<file path="src/logic/tpu_regs_pkg.sv">
// tpu register package: APB address spaces, command codes and status bits

package tpu_regs_pkg;

    // address space, held in paddr[11:10]
    localparam logic [1:0] SPACE_CTRL   = 2'd0;
    localparam logic [1:0] SPACE_INPUT  = 2'd1;
    localparam logic [1:0] SPACE_WEIGHT = 2'd2;
    localparam logic [1:0] SPACE_OUTPUT = 2'd3;

    // word offsets inside the control space, paddr[9:2]
    localparam logic [7:0] REG_CMD    = 8'd0;
    localparam logic [7:0] REG_STATUS = 8'd1;

    // command codes, cmd word bits 3:0
    localparam logic [3:0] CMD_CLEAR        = 4'hf;
    localparam logic [3:0] CMD_LOAD_WEIGHTS = 4'h1;
    localparam logic [3:0] CMD_MULTIPLY     = 4'h3;

    // status register bit positions
    localparam int ST_BUSY          = 0;
    localparam int ST_WEIGHTS_READY = 1;
    localparam int ST_MULT_DONE     = 2;
    localparam int ST_CMD_ERROR     = 3;

endpackage

</file>
<file path="src/logic/tpu_sequencer.sv">
// tpu sequencer: weight load and multiply FSM driving memories and array control
`timescale 1ns/1ps

module tpu_sequencer #(
    parameter int ARRAY_DIM = 4,
    parameter int MEM_DEPTH = 16,
    localparam int AW = $clog2(MEM_DEPTH)
) (
    input  logic          clk,
    input  logic          rst,
    input  logic          cmd_start,
    input  logic [3:0]    cmd_code,
    input  logic [AW-1:0] base_a,
    input  logic [AW-1:0] base_out,
    input  logic [AW-1:0] row_last,
    input  logic          result_valid,
    output logic [AW-1:0] in_rd_addr,
    output logic [AW-1:0] wt_rd_addr,
    output logic          weight_shift,
    output logic          act_valid,
    output logic          out_wr_en,
    output logic [AW-1:0] out_wr_addr,
    output logic          busy,
    output logic          weights_ready,
    output logic          mult_done
);

    typedef enum logic [1:0] {
        S_IDLE,
        S_LOAD,
        S_STREAM
    } state_t;

    state_t        state;
    logic [AW-1:0] rd_cnt;
    logic [AW-1:0] out_cnt;
    logic [AW-1:0] base_a_q;
    logic [AW-1:0] base_out_q;
    logic [AW-1:0] last_q;
    logic          feeding;

    // weight rows go in last first, row 0 ends at the top of the grid
    assign wt_rd_addr  = base_a_q + AW'(ARRAY_DIM - 1) - rd_cnt;
    assign in_rd_addr  = base_a_q + rd_cnt;
    assign out_wr_en   = result_valid & (state == S_STREAM);
    assign out_wr_addr = base_out_q + out_cnt;

    // ==================================================
    // FSM
    // ==================================================

    always_ff @(posedge clk) begin
        if (rst) begin
            state         <= S_IDLE;
            rd_cnt        <= '0;
            out_cnt       <= '0;
            feeding       <= 1'b0;
            weight_shift  <= 1'b0;
            act_valid     <= 1'b0;
            busy          <= 1'b0;
            weights_ready <= 1'b0;
            mult_done     <= 1'b0;
        end else begin
            // memory read is one cycle, strobes follow the address by one
            weight_shift <= (state == S_LOAD);
            act_valid    <= feeding;
            case (state)
                S_IDLE: begin
                    if (cmd_start) begin
                        rd_cnt  <= '0;
                        out_cnt <= '0;
                        case (cmd_code)
                            tpu_regs_pkg::CMD_LOAD_WEIGHTS: begin
                                state         <= S_LOAD;
                                busy          <= 1'b1;
                                weights_ready <= 1'b0;
                            end
                            tpu_regs_pkg::CMD_MULTIPLY: begin
                                state     <= S_STREAM;
                                busy      <= 1'b1;
                                feeding   <= 1'b1;
                                mult_done <= 1'b0;
                            end
                            tpu_regs_pkg::CMD_CLEAR: begin
                                weights_ready <= 1'b0;
                                mult_done     <= 1'b0;
                            end
                            default: begin
                            end
                        endcase
                    end
                end
                S_LOAD: begin
                    rd_cnt <= rd_cnt + 1'b1;
                    if (rd_cnt == AW'(ARRAY_DIM - 1)) begin
                        state         <= S_IDLE;
                        busy          <= 1'b0;
                        weights_ready <= 1'b1;
                    end
                end
                S_STREAM: begin
                    // one input row per cycle
                    if (feeding) begin
                        rd_cnt <= rd_cnt + 1'b1;
                        if (rd_cnt == last_q) begin
                            feeding <= 1'b0;
                        end
                    end
                    // done on the last result row written
                    if (result_valid) begin
                        out_cnt <= out_cnt + 1'b1;
                        if (out_cnt == last_q) begin
                            state     <= S_IDLE;
                            busy      <= 1'b0;
                            mult_done <= 1'b1;
                        end
                    end
                end
                default: state <= S_IDLE;
            endcase
        end
    end

    // bases held for the whole command
    always_ff @(posedge clk) begin
        if (state == S_IDLE && cmd_start) begin
            base_a_q   <= base_a;
            base_out_q <= base_out;
            last_q     <= row_last;
        end
    end

endmodule

</file>
<file path="config.mk">
export PLATFORM = sky130hd
export DESIGN_NAME = tpu_sequencer
export DESIGN_NICKNAME = d
export VERILOG_FILES = /design/src/logic/tpu_regs_pkg.sv /design/src/logic/tpu_sequencer.sv
export SDC_FILE = /design/constraint.sdc
export NUM_CORES = 1
export LEC_CHECK = 0
export BUFFER_PORTS_ARGS = -buffer_cell sky130_fd_sc_hd__buf_2
export CELL_PAD_IN_SITES_DETAIL_PLACEMENT = 2
export CELL_PAD_IN_SITES_GLOBAL_PLACEMENT = 2
export CORE_MARGIN = 5
export CORE_UTILIZATION = 33
export DETAILED_ROUTE_END_ITERATION = 16
export GPL_ROUTABILITY_DRIVEN = 0
export PLACE_DENSITY = 0.86
export SLEW_MARGIN = 20
export SYNTH_ARGS = -nofsm -noshare
export SYNTH_HDL_FRONTEND = slang
export SYNTH_SLANG_ARGS = --single-unit
</file>
<file path="constraint.sdc">
create_clock -name clk -period 2.5 [get_ports clk]
set_input_delay 0.375 -clock clk [delete_from_list [all_inputs] [get_ports clk]]
set_output_delay 0.375 -clock clk [all_outputs]
set_load 0.03 [all_outputs]
</file>
==> impl_summary.md, run 1 <==
Clocking
The number of sinks handled by clock tree synthesis is 28. The clock insertion delay at the later pin of the skew report is 0.28 ns. Buffers inserted to repair hold after CTS numbered 0. CTS built an H-tree with a depth of 1. Clock tree synthesis selected as its root buffer the cell sky130_fd_sc_hd__clkbuf_8. Clock-pin slew was measured on the worst setup and hold paths at 0.10 ns. The clock tree from TritonCTS is done. In this run the deepest clock path goes through 2 buffers. Clock tree synthesis inserted a total of 3 buffers.

Global route
The pin count of the biggest net entering global routing is 17. The via count of the first global-routing pass is 1534. The sum of overflow across all layers after global routing is 0. The number of antenna violations at the first check in global routing is 0. The first global-routing pass estimated 7.52 mm of wire. Across every metal layer, demand over resource in global routing totals 0.149.

Setup path
In this run the critical register-to-register path is captured at rd_cnt[2]$_SDFFE_PP0P_. The most numerous cell type found on the critical path is sky130_fd_sc_hd__ha_4. Among cell families on the critical path, the largest total delay comes from adder cells. The class of the most critical setup path is register to primary output.

The standard cell with the maximum stage delay on the critical path is sky130_fd_sc_hd__edfxtp_1. The data required time at the worst endpoint is 2.12 ns. The worst stage delay on the critical path is 0.45 ns.

The worst reg2reg path startpoint is state[0]$_SDFFE_PP0P_. The critical path endpoint category is a primary output. Counting both buffers and inverters, the worst setup path holds a total of 1. The depth of the most critical reg-to-reg path is 7. The arrival time at the worst endpoint is 2.05 ns. The worst setup path is launched from a register.

The setup slack of the worst register-to-register path is 0.40 ns. Walking the worst path, the cells encountered are ha_4 > ha_4 > fa_2 > xnor2_2 > xnor2_1 > buf_4. The peak fanout along the critical path is 2.

Power
The switching power as a share of total power is 0.285. The power density over cell area is 531 mW/mm². The net switching component of the power is 0.323 mW. The cell-internal power is 0.810 mW.

The worst-case vdd ir drop is 0.000317 V. The share of total power dissipated in the clock network is 0.325. Of the total power, combinational logic draws 0.221. The sequential group share of total power is 0.454. The total leakage power is 0.926 nW.

Routing
The via-per-instance ratio is 4.87. After detailed routing, the number of remaining DRC violations is 0. The sum of routed wire length over all layers is 4.65 mm. The mean routed wirelength per cell is 16.6 µm. The first detailed-routing pass took 4 iterations. In this run the remaining antenna-violating nets after routing total 0. The violation count after the first detailed-routing iteration is 27. The count of vias placed by the detailed router is 1363.

STA
Between clock sinks in the finished design, the worst skew comes to 0.00389 ns. In the finished design, the share of the clock period the worst path needs comes to 0.971. The final-report max-slew violation count was 0. The worst relative slew slack is 0.584. The total negative slack is 0 ns.

Derived from the worst setup path, the maximum achievable clock frequency is 412 MHz. Hold timing on the final database bottoms out at a slack of 0.259 ns. The final number of setup-violating endpoints is 0. Setup repair after global routing could not meet its margin everywhere. At the pin with the least slew margin, the transition time is 0.615 ns. The clock period minus final worst setup slack is 2.43 ns. The final number of hold-violating endpoints is 0.

Finish
The layout overhead on the synthesized area is 25.2%. The share of layout cells above drive strength 1 is 0.300. The count of nets after finishing is 250. The multi-input logic area is 983 µm². The final instance count without filler cells is 280.

The storage element area is 682 µm². The final core area utilization is 0.421. The leading cell type in the layout, fill and taps excluded is sky130_fd_sc_hd__buf_2.

The area of all placed cells without fillers is 0.00214 mm². The antenna diode instance count is 0. The final-layout fill cell count is 572.

The top cell types in the final layout, fill and taps aside, are sky130_fd_sc_hd__buf_2, sky130_fd_sc_hd__inv_1, sky130_fd_sc_hd__dfxtp_1, sky130_fd_sc_hd__ha_1, sky130_fd_sc_hd__edfxtp_1.

Placement
Counting tap cells, the placed design contains a total of 274 instances. Once detailed placement completed, the half-perimeter wirelength came to 3.39 mm. After detailed placement, the total cell area comes to 0.00201 mm². The count of buffers added on input and output ports is 37.

Logic synthesis
The netlist area before placement is 0.00171 mm². By area, the combinational part of the netlist is dominated by simple AND/OR/NAND/NOR gates. Ranked by total cell area, the synthesized netlist is headed by sky130_fd_sc_hd__edfxtp_1, sky130_fd_sc_hd__dfxtp_1, sky130_fd_sc_hd__ha_1. The share of synthesized cell area in and, or, nand and nor gates is 0.158.

Counting flops with an async set or reset pin after synthesis yields a share of 0. In the synthesized netlist, the number of instances is 164. The share of the synthesized area in compound gates (AO/OA/AOI/OAI) is 0.124. Yosys printed 0 warnings. Of the total synthesized cell area, the portion taken by XOR and XNOR cells is 0.0976. The fraction of synthesized cell area taken by the top area cell type is 0.211.

The biggest area contributor in the post-synthesis netlist is sky130_fd_sc_hd__edfxtp_1. The mux share of post-synthesis cell area is 0.0242. The mean instance size in the synthesized netlist is 10.4 µm². Of the total synthesized cell area, the portion taken by full adders, half adders and majority gates is 0.153. The post-synthesis cell type count is 41. The number of synthesized flops with an enable pin is 12. For this run, the leading register cell type out of synthesis is sky130_fd_sc_hd__dfxtp_1. The net count after synthesis is 203. The portion of the post-synthesis area used by sequential elements is 0.399.

Counting flops and latches in the post-synthesis netlist gives 28.

Run
Max-cap violations in this run came to 0.

Floorplan
The die area is 0.00671 mm². The die height is 81.9 µm. The initial standard-cell utilization of the core is 0.336.

The die is 81.9 µm wide. The core region is 0.00507 mm². Row generation in the floorplan step produced 26 rows. The number of top-level pins is 38.

Hold path
The destination of the worst hold path is base_out_q[0]$_DFFE_PP_. The path type of the worst min-delay path is input port to register. The instance count along the most critical hold path is 1. The start point of the worst min-delay path is base_out[0].

Outcome
The flow ran to the end, and the final reports show no timing, DRC or antenna violations.
-- registers in the layout, summed over array words and instances (netlist names) --
register,count
rd_cnt,4
out_cnt,4
base_out_q,4
feeding,1
mult_done,1
weights_ready,1
state,2
busy,1
base_a_q,4
act_valid,1
last_q,4
weight_shift,1
-- area by class of cell --
class | count | share of cell area
clock buffer | 3 | 0.0193
tap | 70 | 0.0410
multi-input combinational | 116 | 0.460
timing repair buffer | 45 | 0.116
inverter | 17 | 0.0299
clock inverter | 1 | 0.0141
sequential | 28 | 0.319
-- per-stage QoR --
| step | setup WS [ns] | power [mW] |
|---|---|---|
| after floorplan | 0.0932 | 0.681 |
| after global placement | 0.320 | 0.749 |
| after detailed placement | 0.215 | 0.759 |
| after CTS | 0.0119 | 1.13 |
| after global routing | -0.00865 | 1.19 |
| final | 0.0724 | 1.13 |
-- synth_stat cells, types with 2 or more instances --
| cell type | instances |
|---|---|
| sky130_fd_sc_hd__inv_1 | 17 |
| sky130_fd_sc_hd__xor2_1 | 10 |
| sky130_fd_sc_hd__o21ai_0 | 4 |
| sky130_fd_sc_hd__fa_1 | 3 |
| sky130_fd_sc_hd__nor2_1 | 9 |
| sky130_fd_sc_hd__nand3_1 | 5 |
| sky130_fd_sc_hd__a31oi_1 | 2 |
| sky130_fd_sc_hd__nand4_1 | 2 |
| sky130_fd_sc_hd__edfxtp_1 | 12 |
| sky130_fd_sc_hd__nor2b_1 | 7 |
| sky130_fd_sc_hd__and2_1 | 2 |
| sky130_fd_sc_hd__o41ai_1 | 2 |
| sky130_fd_sc_hd__nand2b_1 | 3 |
| sky130_fd_sc_hd__nor3_1 | 5 |
| sky130_fd_sc_hd__dfxtp_1 | 16 |
| sky130_fd_sc_hd__clkbuf_1 | 2 |
| sky130_fd_sc_hd__xnor2_1 | 9 |
| sky130_fd_sc_hd__nand2_1 | 8 |
| sky130_fd_sc_hd__mux2i_1 | 3 |
| sky130_fd_sc_hd__ha_1 | 16 |
| sky130_fd_sc_hd__a21o_1 | 2 |
| sky130_fd_sc_hd__a21oi_1 | 6 |
-- kinds of logic after synthesis --
| logic type | count (synthesis) |
|---|---|
| AO/OA/AOI/OAI | 27 |
| XOR/XNOR | 19 |
| adder cells (fa/ha/maj) | 19 |
| buffers and inverters | 20 |
| flip-flops | 28 |
| multiplexers | 4 |
| AND/OR/NAND/NOR | 47 |
-- layer usage --
layer  up-vias  track usage  wire length [µm]
li1        662            -                 -
met1       663        0.163              1920
met2        27        0.286              2480
met5         -            0                 0
met3        11       0.0340               171
met4         0       0.0365                86
-- power groups by stage --
stage	Sequential (mW)	Clock, mW	Combinational [mW]
floorplan	0.530	0	0.151
global placement	0.524	0	0.225
detailed placement	0.526	0	0.233
CTS	0.515	0.373	0.242
global route	0.517	0.400	0.273
finish	0.515	0.368	0.250
-- how the worst max path moves through the flow --
stage	depth (start not counted)	slack, ns	start	endpoint
finish	6	0.07	base_a_q[1]$_DFFE_PP_	wt_rd_addr[3]
CTS	6	0.01	base_a_q[1]$_DFFE_PP_	wt_rd_addr[3]
floorplan	6	0.09	rd_cnt[1]$_SDFFE_PP0P_	wt_rd_addr[3]
global route	6	-0.009	base_a_q[1]$_DFFE_PP_	wt_rd_addr[3]
detailed placement	6	0.21	base_a_q[1]$_DFFE_PP_	wt_rd_addr[3]
global placement	6	0.32	base_a_q[1]$_DFFE_PP_	wt_rd_addr[3]
-- timing repair --
item / 4_1_cts / 5_1_grt
pin swaps: 3 / 3
setup endpoints to repair: 1 / 1
resized for setup: 4 / 4
setup buffers: 1 / 1
Note: power is estimated with default switching activity, not from simulation.
==> run 2, diff against run 1 <==
Settings changed: CELL_PAD_IN_SITES_DETAIL_PLACEMENT 2 to default, CELL_PAD_IN_SITES_GLOBAL_PLACEMENT 2 to default, CORE_UTILIZATION 33 to 54, PLACE_DENSITY 0.86 to 0.88.
==> impl_summary.md, run 2 (synthesis results as in run 1) <==
Setup path
The standard cell with the maximum stage delay on the critical path is sky130_fd_sc_hd__edfxtp_1. The number of buffers and inverters on the critical path is 1. In this run the worst path has a maximum fanout of 2. The data required time at the worst endpoint is 2.12 ns. The critical path launch point type is a register. STA classifies the critical path endpoint as a primary output.

In this design, the largest share of critical-path delay is due to adder cells. The critical path is of the register to primary output type. The arrival time at the worst endpoint is 2.03 ns. The worst stage delay on the critical path is 0.47 ns.

Walking the worst path, the cells encountered are ha_4 > ha_2 > fa_2 > xnor2_2 > xnor2_1 > buf_4.

Global route
The pin count of the biggest net entering global routing is 17. The first-pass GRT wire length is 5.67 mm. The number of antenna violations at the first check in global routing is 0.

For met2 alone, demand over resource in global routing was 0.291. The met3 usage in global routing is 0.0374. The global router's overall resource usage is 0.167. met2 is the most crowded layer. The via count of the first global-routing pass is 1315. For this run, global-route usage on met1 was measured as 0.204. The sum of overflow across all layers after global routing is 0.

Floorplan
The floorplan die width is 66.2 µm. 38 I/O pins were placed. The core region is 0.00305 mm².

The floorplan step defined a die boundary enclosing 0.00438 mm². The die is 66.2 µm tall. The initial standard-cell utilization of the core is 0.559. The number of core rows is 20.

Routing
The violation count after the first detailed-routing iteration is 36. The detailed router placed 1322 vias in this run. Dividing the detail-routed via count by the number of cells gives 5.23. The detailed-routing iteration count for the pre-antenna-repair pass is 4. The remaining number of nets flagged by the antenna check after routing is 0. After detailed routing, the average wire length per cell comes to 13.4 µm. The final layout contains routed wiring with a total length of 3.38 mm. The residual DRC count is 0.

Placement
Once detailed placement completed, the half-perimeter wirelength came to 2.56 mm. The total of buffers placed on input and output ports is 37. The number of cells in the design after placement is 247. After detailed placement, the total cell area comes to 0.00197 mm².

Finish
The antenna diode instance count is 0. After the flow finishes, the layout carries non-filler instances totaling 253. At the end of the flow, the number of nets in the layout was 249. The share of layout cells above drive strength 1 is 0.306. The area of all placed cells without fillers is 0.00208 mm². The top cell types in the final layout, fill and taps aside, are sky130_fd_sc_hd__buf_2, sky130_fd_sc_hd__inv_1, sky130_fd_sc_hd__dfxtp_1, sky130_fd_sc_hd__ha_1, sky130_fd_sc_hd__edfxtp_1. From synthesis to final layout, the design area changed by 21.9%. The leading cell type in the layout, fill and taps excluded is sky130_fd_sc_hd__buf_2.

Clocking
CTS placed an instance of sky130_fd_sc_hd__clkbuf_4 at the clock tree root. The number of hold buffers added after CTS is 0. In this run the number of H-tree levels came out at 1. The total clock buffers created by CTS is 3.

CTS saw 28 sinks. The later pin in the worst-skew pair is clocked with a latency of 0.33 ns. Counting along the longest clock path gives a buffer depth of 2. TritonCTS built the clock tree. The clock input transition at the sequential cells of the worst setup and hold paths is 0.14 ns.

STA
The timing-limited maximum frequency is 415 MHz. On the final layout, the worst hold slack is 0.215 ns. The final-report max-slew violation count is 0.

The final number of setup-violating endpoints is 0. The share of the cycle needed by the critical path after routing is 0.964. Setup repair after global routing could not meet its margin everywhere. For the finished layout, the period the worst path requires is 2.41 ns.

The final number of hold-violating endpoints was 0. The worst relative slew slack is 0.636. For the final routed database, the setup TNS stands at 0 ns. For the pin with the worst max-slew slack, the measured transition is 0.544 ns. Clock skew on the completed layout was measured at 0.00851 ns.

Power
For this design the total switching power over the nets is 0.289 mW. The cell-internal power is 0.753 mW. The sequential group share of total power is 0.494. Summing internal, switching and leakage power gives 1.04 mW. The worst-case vdd ir drop is 0.000457 V.

The total leakage power is 0.910 nW. For this design the ratio of total power to cell area is 501 mW/mm². The combinational share of power is 0.226. The clock network fraction of total power is 0.281. The switching power as a share of total power is 0.277.

Hold path
The path type of the worst min-delay path is input port to register.

Outcome
The run finished with clean final reports.

Run
The total of max-cap violations is 0.
[run 2: cell types whose count changed in the layout (fill, tap and decap cells not counted)]
cell	before	now
sky130_fd_sc_hd__clkbuf_4	0	3
sky130_fd_sc_hd__clkbuf_8	3	0
sky130_fd_sc_hd__buf_4	9	8
sky130_fd_sc_hd__ha_2	0	1
sky130_fd_sc_hd__ha_1	14	13
sky130_fd_sc_hd__inv_2	1	2
sky130_fd_sc_hd__inv_1	16	15
[run 2: routing by layer]
layer | part of all wire | vias to the layer above
met5 | 0 | -
met3 | 0.046 | 8
li1 | - | 661
met2 | 0.51 | 29
met4 | 0.014 | 0
met1 | 0.43 | 624
[run 2: worst reg2reg max path, stage by stage, from the launching register on]
cell and delay (ns):
sky130_fd_sc_hd__dfxtp_2 0.36, sky130_fd_sc_hd__buf_4 0.13, sky130_fd_sc_hd__ha_1 0.18, sky130_fd_sc_hd__or3b_4 0.41, sky130_fd_sc_hd__a221oi_4 0.35, sky130_fd_sc_hd__nand3b_4 0.14
sky130_fd_sc_hd__o21ba_1 0.20, sky130_fd_sc_hd__a211oi_2 0.17
[run 2: per-stage QoR]
stage | util | setup slack [ns]
global placement | 0.645 | 0.337
global route | 0.681 | -0.0454
finish | 0.681 | 0.0909
detailed placement | 0.645 | 0.254
floorplan | - | 0.0932
CTS | 0.675 | 0.000153
[run 2: power groups by stage]
| stage | combinational (mW) | sequential (mW) | clock, mW |
|---|---|---|---|
| final | 0.235 | 0.515 | 0.292 |
| after global routing | 0.257 | 0.517 | 0.316 |
| after CTS | 0.230 | 0.515 | 0.301 |
| after detailed placement | 0.223 | 0.525 | 0 |
| after global placement | 0.217 | 0.523 | 0 |
| after floorplan | 0.151 | 0.530 | 0 |
[run 2: layout make-up]
type / count / area, µm²
multi-input combinational: 116 / 986
fill: 248 / 973
sequential: 28 / 682
timing repair buffer: 44 / 240
inverter: 17 / 63.8
tap: 44 / 55.1
clock inverter: 1 / 30.0
clock buffer: 3 / 22.5
[run 2: worst paths after layout]
path,start,endpoint,slack [ns],cells after the start
setup / recovery,base_a_q[1]$_DFFE_PP_,wt_rd_addr[3],0.09,6
hold / removal,base_out[0],base_out_q[0]$_DFFE_PP_,0.22,1
setup reg to reg,rd_cnt[1]$_SDFFE_PP0P_,busy$_SDFFE_PP0P_,0.49,7
hold reg to reg,feeding$_SDFFE_PP0P_,act_valid$_SDFF_PP0_,0.51,1
[run 2: what timing repair did]
| action | 4_1_cts | 5_1_grt |
|---|---|---|
| setup endpoints to repair | 1 | 1 |
| pin swaps | 2 | 1 |
| setup buffers | 1 | 1 |
| gates cloned | 0 | 0 |
| resized for setup | 4 | 5 |
==> run 3, diff against run 2 <==
Settings changed: CORE_ASPECT_RATIO from default to 0.9.
==> impl_summary.md, run 3 (synthesis results as in run 1) <==
STA
For the pin with the worst max-slew slack, the measured transition is 0.575 ns. Hold timing on the final database bottoms out at a slack of 0.202 ns. Of the available clock period, the critical path in the final layout requires 0.975. The worst relative slew slack is 0.616. Based on the critical path, the design can be clocked at up to 410 MHz. The final-report max-slew violation count is 0. The final number of hold-violating endpoints is 0. The final number of setup-violating endpoints is 0. The worst clock skew is 0.00504 ns. The clock period minus final worst setup slack is 2.44 ns.

Hold path
The worst hold path belongs to the class input port to register.

Clocking
The total clock buffers created by CTS is 3. TritonCTS built the clock tree. Clock-pin slew was measured on the worst setup and hold paths at 0.15 ns. In this run the number of H-tree levels came out at 1. The clock reaches the later pin of the worst-skew pair after 0.33 ns.

The CTS root buffer is sky130_fd_sc_hd__clkbuf_4. The number of sinks handled by clock tree synthesis is 28. Counting along the longest clock path gives a buffer depth of 2.

Finish
The library cell used most frequently in the layout, excluding fill and tap cells, is sky130_fd_sc_hd__buf_2. Leaving out fill and tap cells, the most frequent cells in the layout are sky130_fd_sc_hd__buf_2, sky130_fd_sc_hd__inv_1, sky130_fd_sc_hd__ha_1, sky130_fd_sc_hd__dfxtp_1, sky130_fd_sc_hd__edfxtp_1. The share of layout cells above drive strength 1 is 0.311. At the end of the flow, the number of nets in the layout was 249. The antenna diode instance count is 0. Relative to the synthesized area, the layout overhead comes to 22.5%.

Routing
After detailed routing, the total wire length is 3.59 mm. The remaining number of nets flagged by the antenna check after routing is 0. The via-per-instance ratio is 5.40.

Detailed routing inserted a total of 1356 vias. The mean routed wirelength per cell is 14.3 µm. The violation count after the first detailed-routing iteration is 50. The detailed-routing iteration count for the pre-antenna-repair pass is 4. The residual DRC count is 0.

Power
The worst-case vdd ir drop is 0.000406 V. Dividing total power by cell area gives a power density of 505 mW/mm². For this design the static power due to leakage is 0.913 nW. The total power of the final layout is 1.05 mW. The clock network fraction of total power is 0.282. The cell-internal power is 0.758 mW.

Of the total power, the share spent switching nets is 0.281. The net switching component of the power is 0.297 mW. The combinational share of power is 0.230. The share of total power dissipated in sequential elements is 0.489.

Floorplan
The number of top-level pins is 38. The floorplan has 19 rows. The die covers 0.00438 mm².

The floorplan step set the die height to 63.3 µm. The initial standard-cell utilization of the core is 0.560. The floorplan die width is 69.2 µm.

The floorplan core area is 0.00304 mm².

Global route
The number of antenna violations at the first check in global routing is 0. After global routing the overflow that remains totals 0. The via count of the first global-routing pass was 1379. The first global-routing pass estimated 5.93 mm of wire. The pin count of the biggest net entering global routing is 17. In the global route stage, overall resource usage came out at 0.166.

Placement
The total of buffers placed on input and output ports is 37. The detailed placer's ending HPWL is 2.75 mm.

Setup path
STA classifies the critical path endpoint as a primary output. Of all nets on the critical path, the largest fanout is 2. The critical path launch point type is a register. The data required time at the worst endpoint is 2.12 ns. Data on the critical path arrives at its endpoint at 2.06 ns. The worst setup path is of the register to primary output kind.

Outcome
The run finished with clean final reports.

Run
The tool flagged a number of max-cap violations equal to 0.
[run 3: changes by cell type in the layout (fill, tap and decap cells not counted)]
cell and change:
sky130_fd_sc_hd__ha_2 -1, sky130_fd_sc_hd__inv_2 -1, sky130_fd_sc_hd__dfxtp_2 +2, sky130_fd_sc_hd__ha_4 +1, sky130_fd_sc_hd__inv_1 +1, sky130_fd_sc_hd__dfxtp_1 -2
[run 3: power groups by stage]
| stage | clock network [mW] | logic (mW) | registers, mW |
|---|---|---|---|
| 2_1_floorplan | 0 | 0.151 | 0.530 |
| 3_3_place_gp | 0 | 0.218 | 0.523 |
| 3_5_place_dp | 0 | 0.225 | 0.525 |
| 4_1_cts | 0.305 | 0.234 | 0.515 |
| 5_1_grt | 0.323 | 0.267 | 0.517 |
| 6_report | 0.297 | 0.242 | 0.515 |
[run 3: worst paths after layout]
kind,start,endpoint,slack (ns),cells after the start
worst max-delay path,base_a_q[1]$_DFFE_PP_,wt_rd_addr[3],0.06,6
worst min-delay path,base_a[1],base_a_q[1]$_DFFE_PP_,0.20,1
worst max register to register,rd_cnt[1]$_SDFFE_PP0P_,busy$_SDFFE_PP0P_,0.48,7
worst min register to register,weights_ready$_SDFFE_PP0P_,weights_ready$_SDFFE_PP0P_,0.51,2
[run 3: final cells by class]
cell class,instances,area [µm²]
Multi-Input combinational cell,116,996
Timing Repair Buffer,44,240
Fill cell,241,953
Inverter,17,63.8
Clock inverter,1,30.0
Clock buffer,3,22.5
Tap cell,42,52.6
Sequential cell,28,684
[run 3: timing repair]
action,CTS,global route
gates resized for setup,5,6
pin swaps,2,3
setup endpoints to repair,1,1
hold endpoints to repair,0,0
buffers inserted,2,1
hold buffers,0,0
[run 3: critical path, stage by stage (launching register included)]
cell	delay (ns)
sky130_fd_sc_hd__edfxtp_1	0.48
sky130_fd_sc_hd__ha_4	0.26
sky130_fd_sc_hd__ha_4	0.16
sky130_fd_sc_hd__fa_2	0.36
sky130_fd_sc_hd__xnor2_2	0.14
sky130_fd_sc_hd__xnor2_1	0.15
sky130_fd_sc_hd__buf_4	0.18
[run 3: stage by stage]
stage	instance area [µm²]	cells	setup TNS [ns]	setup slack, ns	util
floorplan	1710	164	0	0.0932	-
global placement	1960	244	0	0.327	0.644
detailed placement	1960	244	0	0.259	0.644
CTS	2050	250	0	0.0105	0.673
global route	2090	251	-0.0152	-0.0152	0.687
finish	2090	251	0	0.0619	0.687
[run 3: per-layer routing]
layer	vias up	part of all wire	track usage	wire length (µm)
met5	-	0	0	0
met4	0	0.020	0.0585	72
met3	12	0.059	0.0493	211
met2	48	0.50	0.305	1800
met1	631	0.42	0.181	1500
li1	665	-	-	-
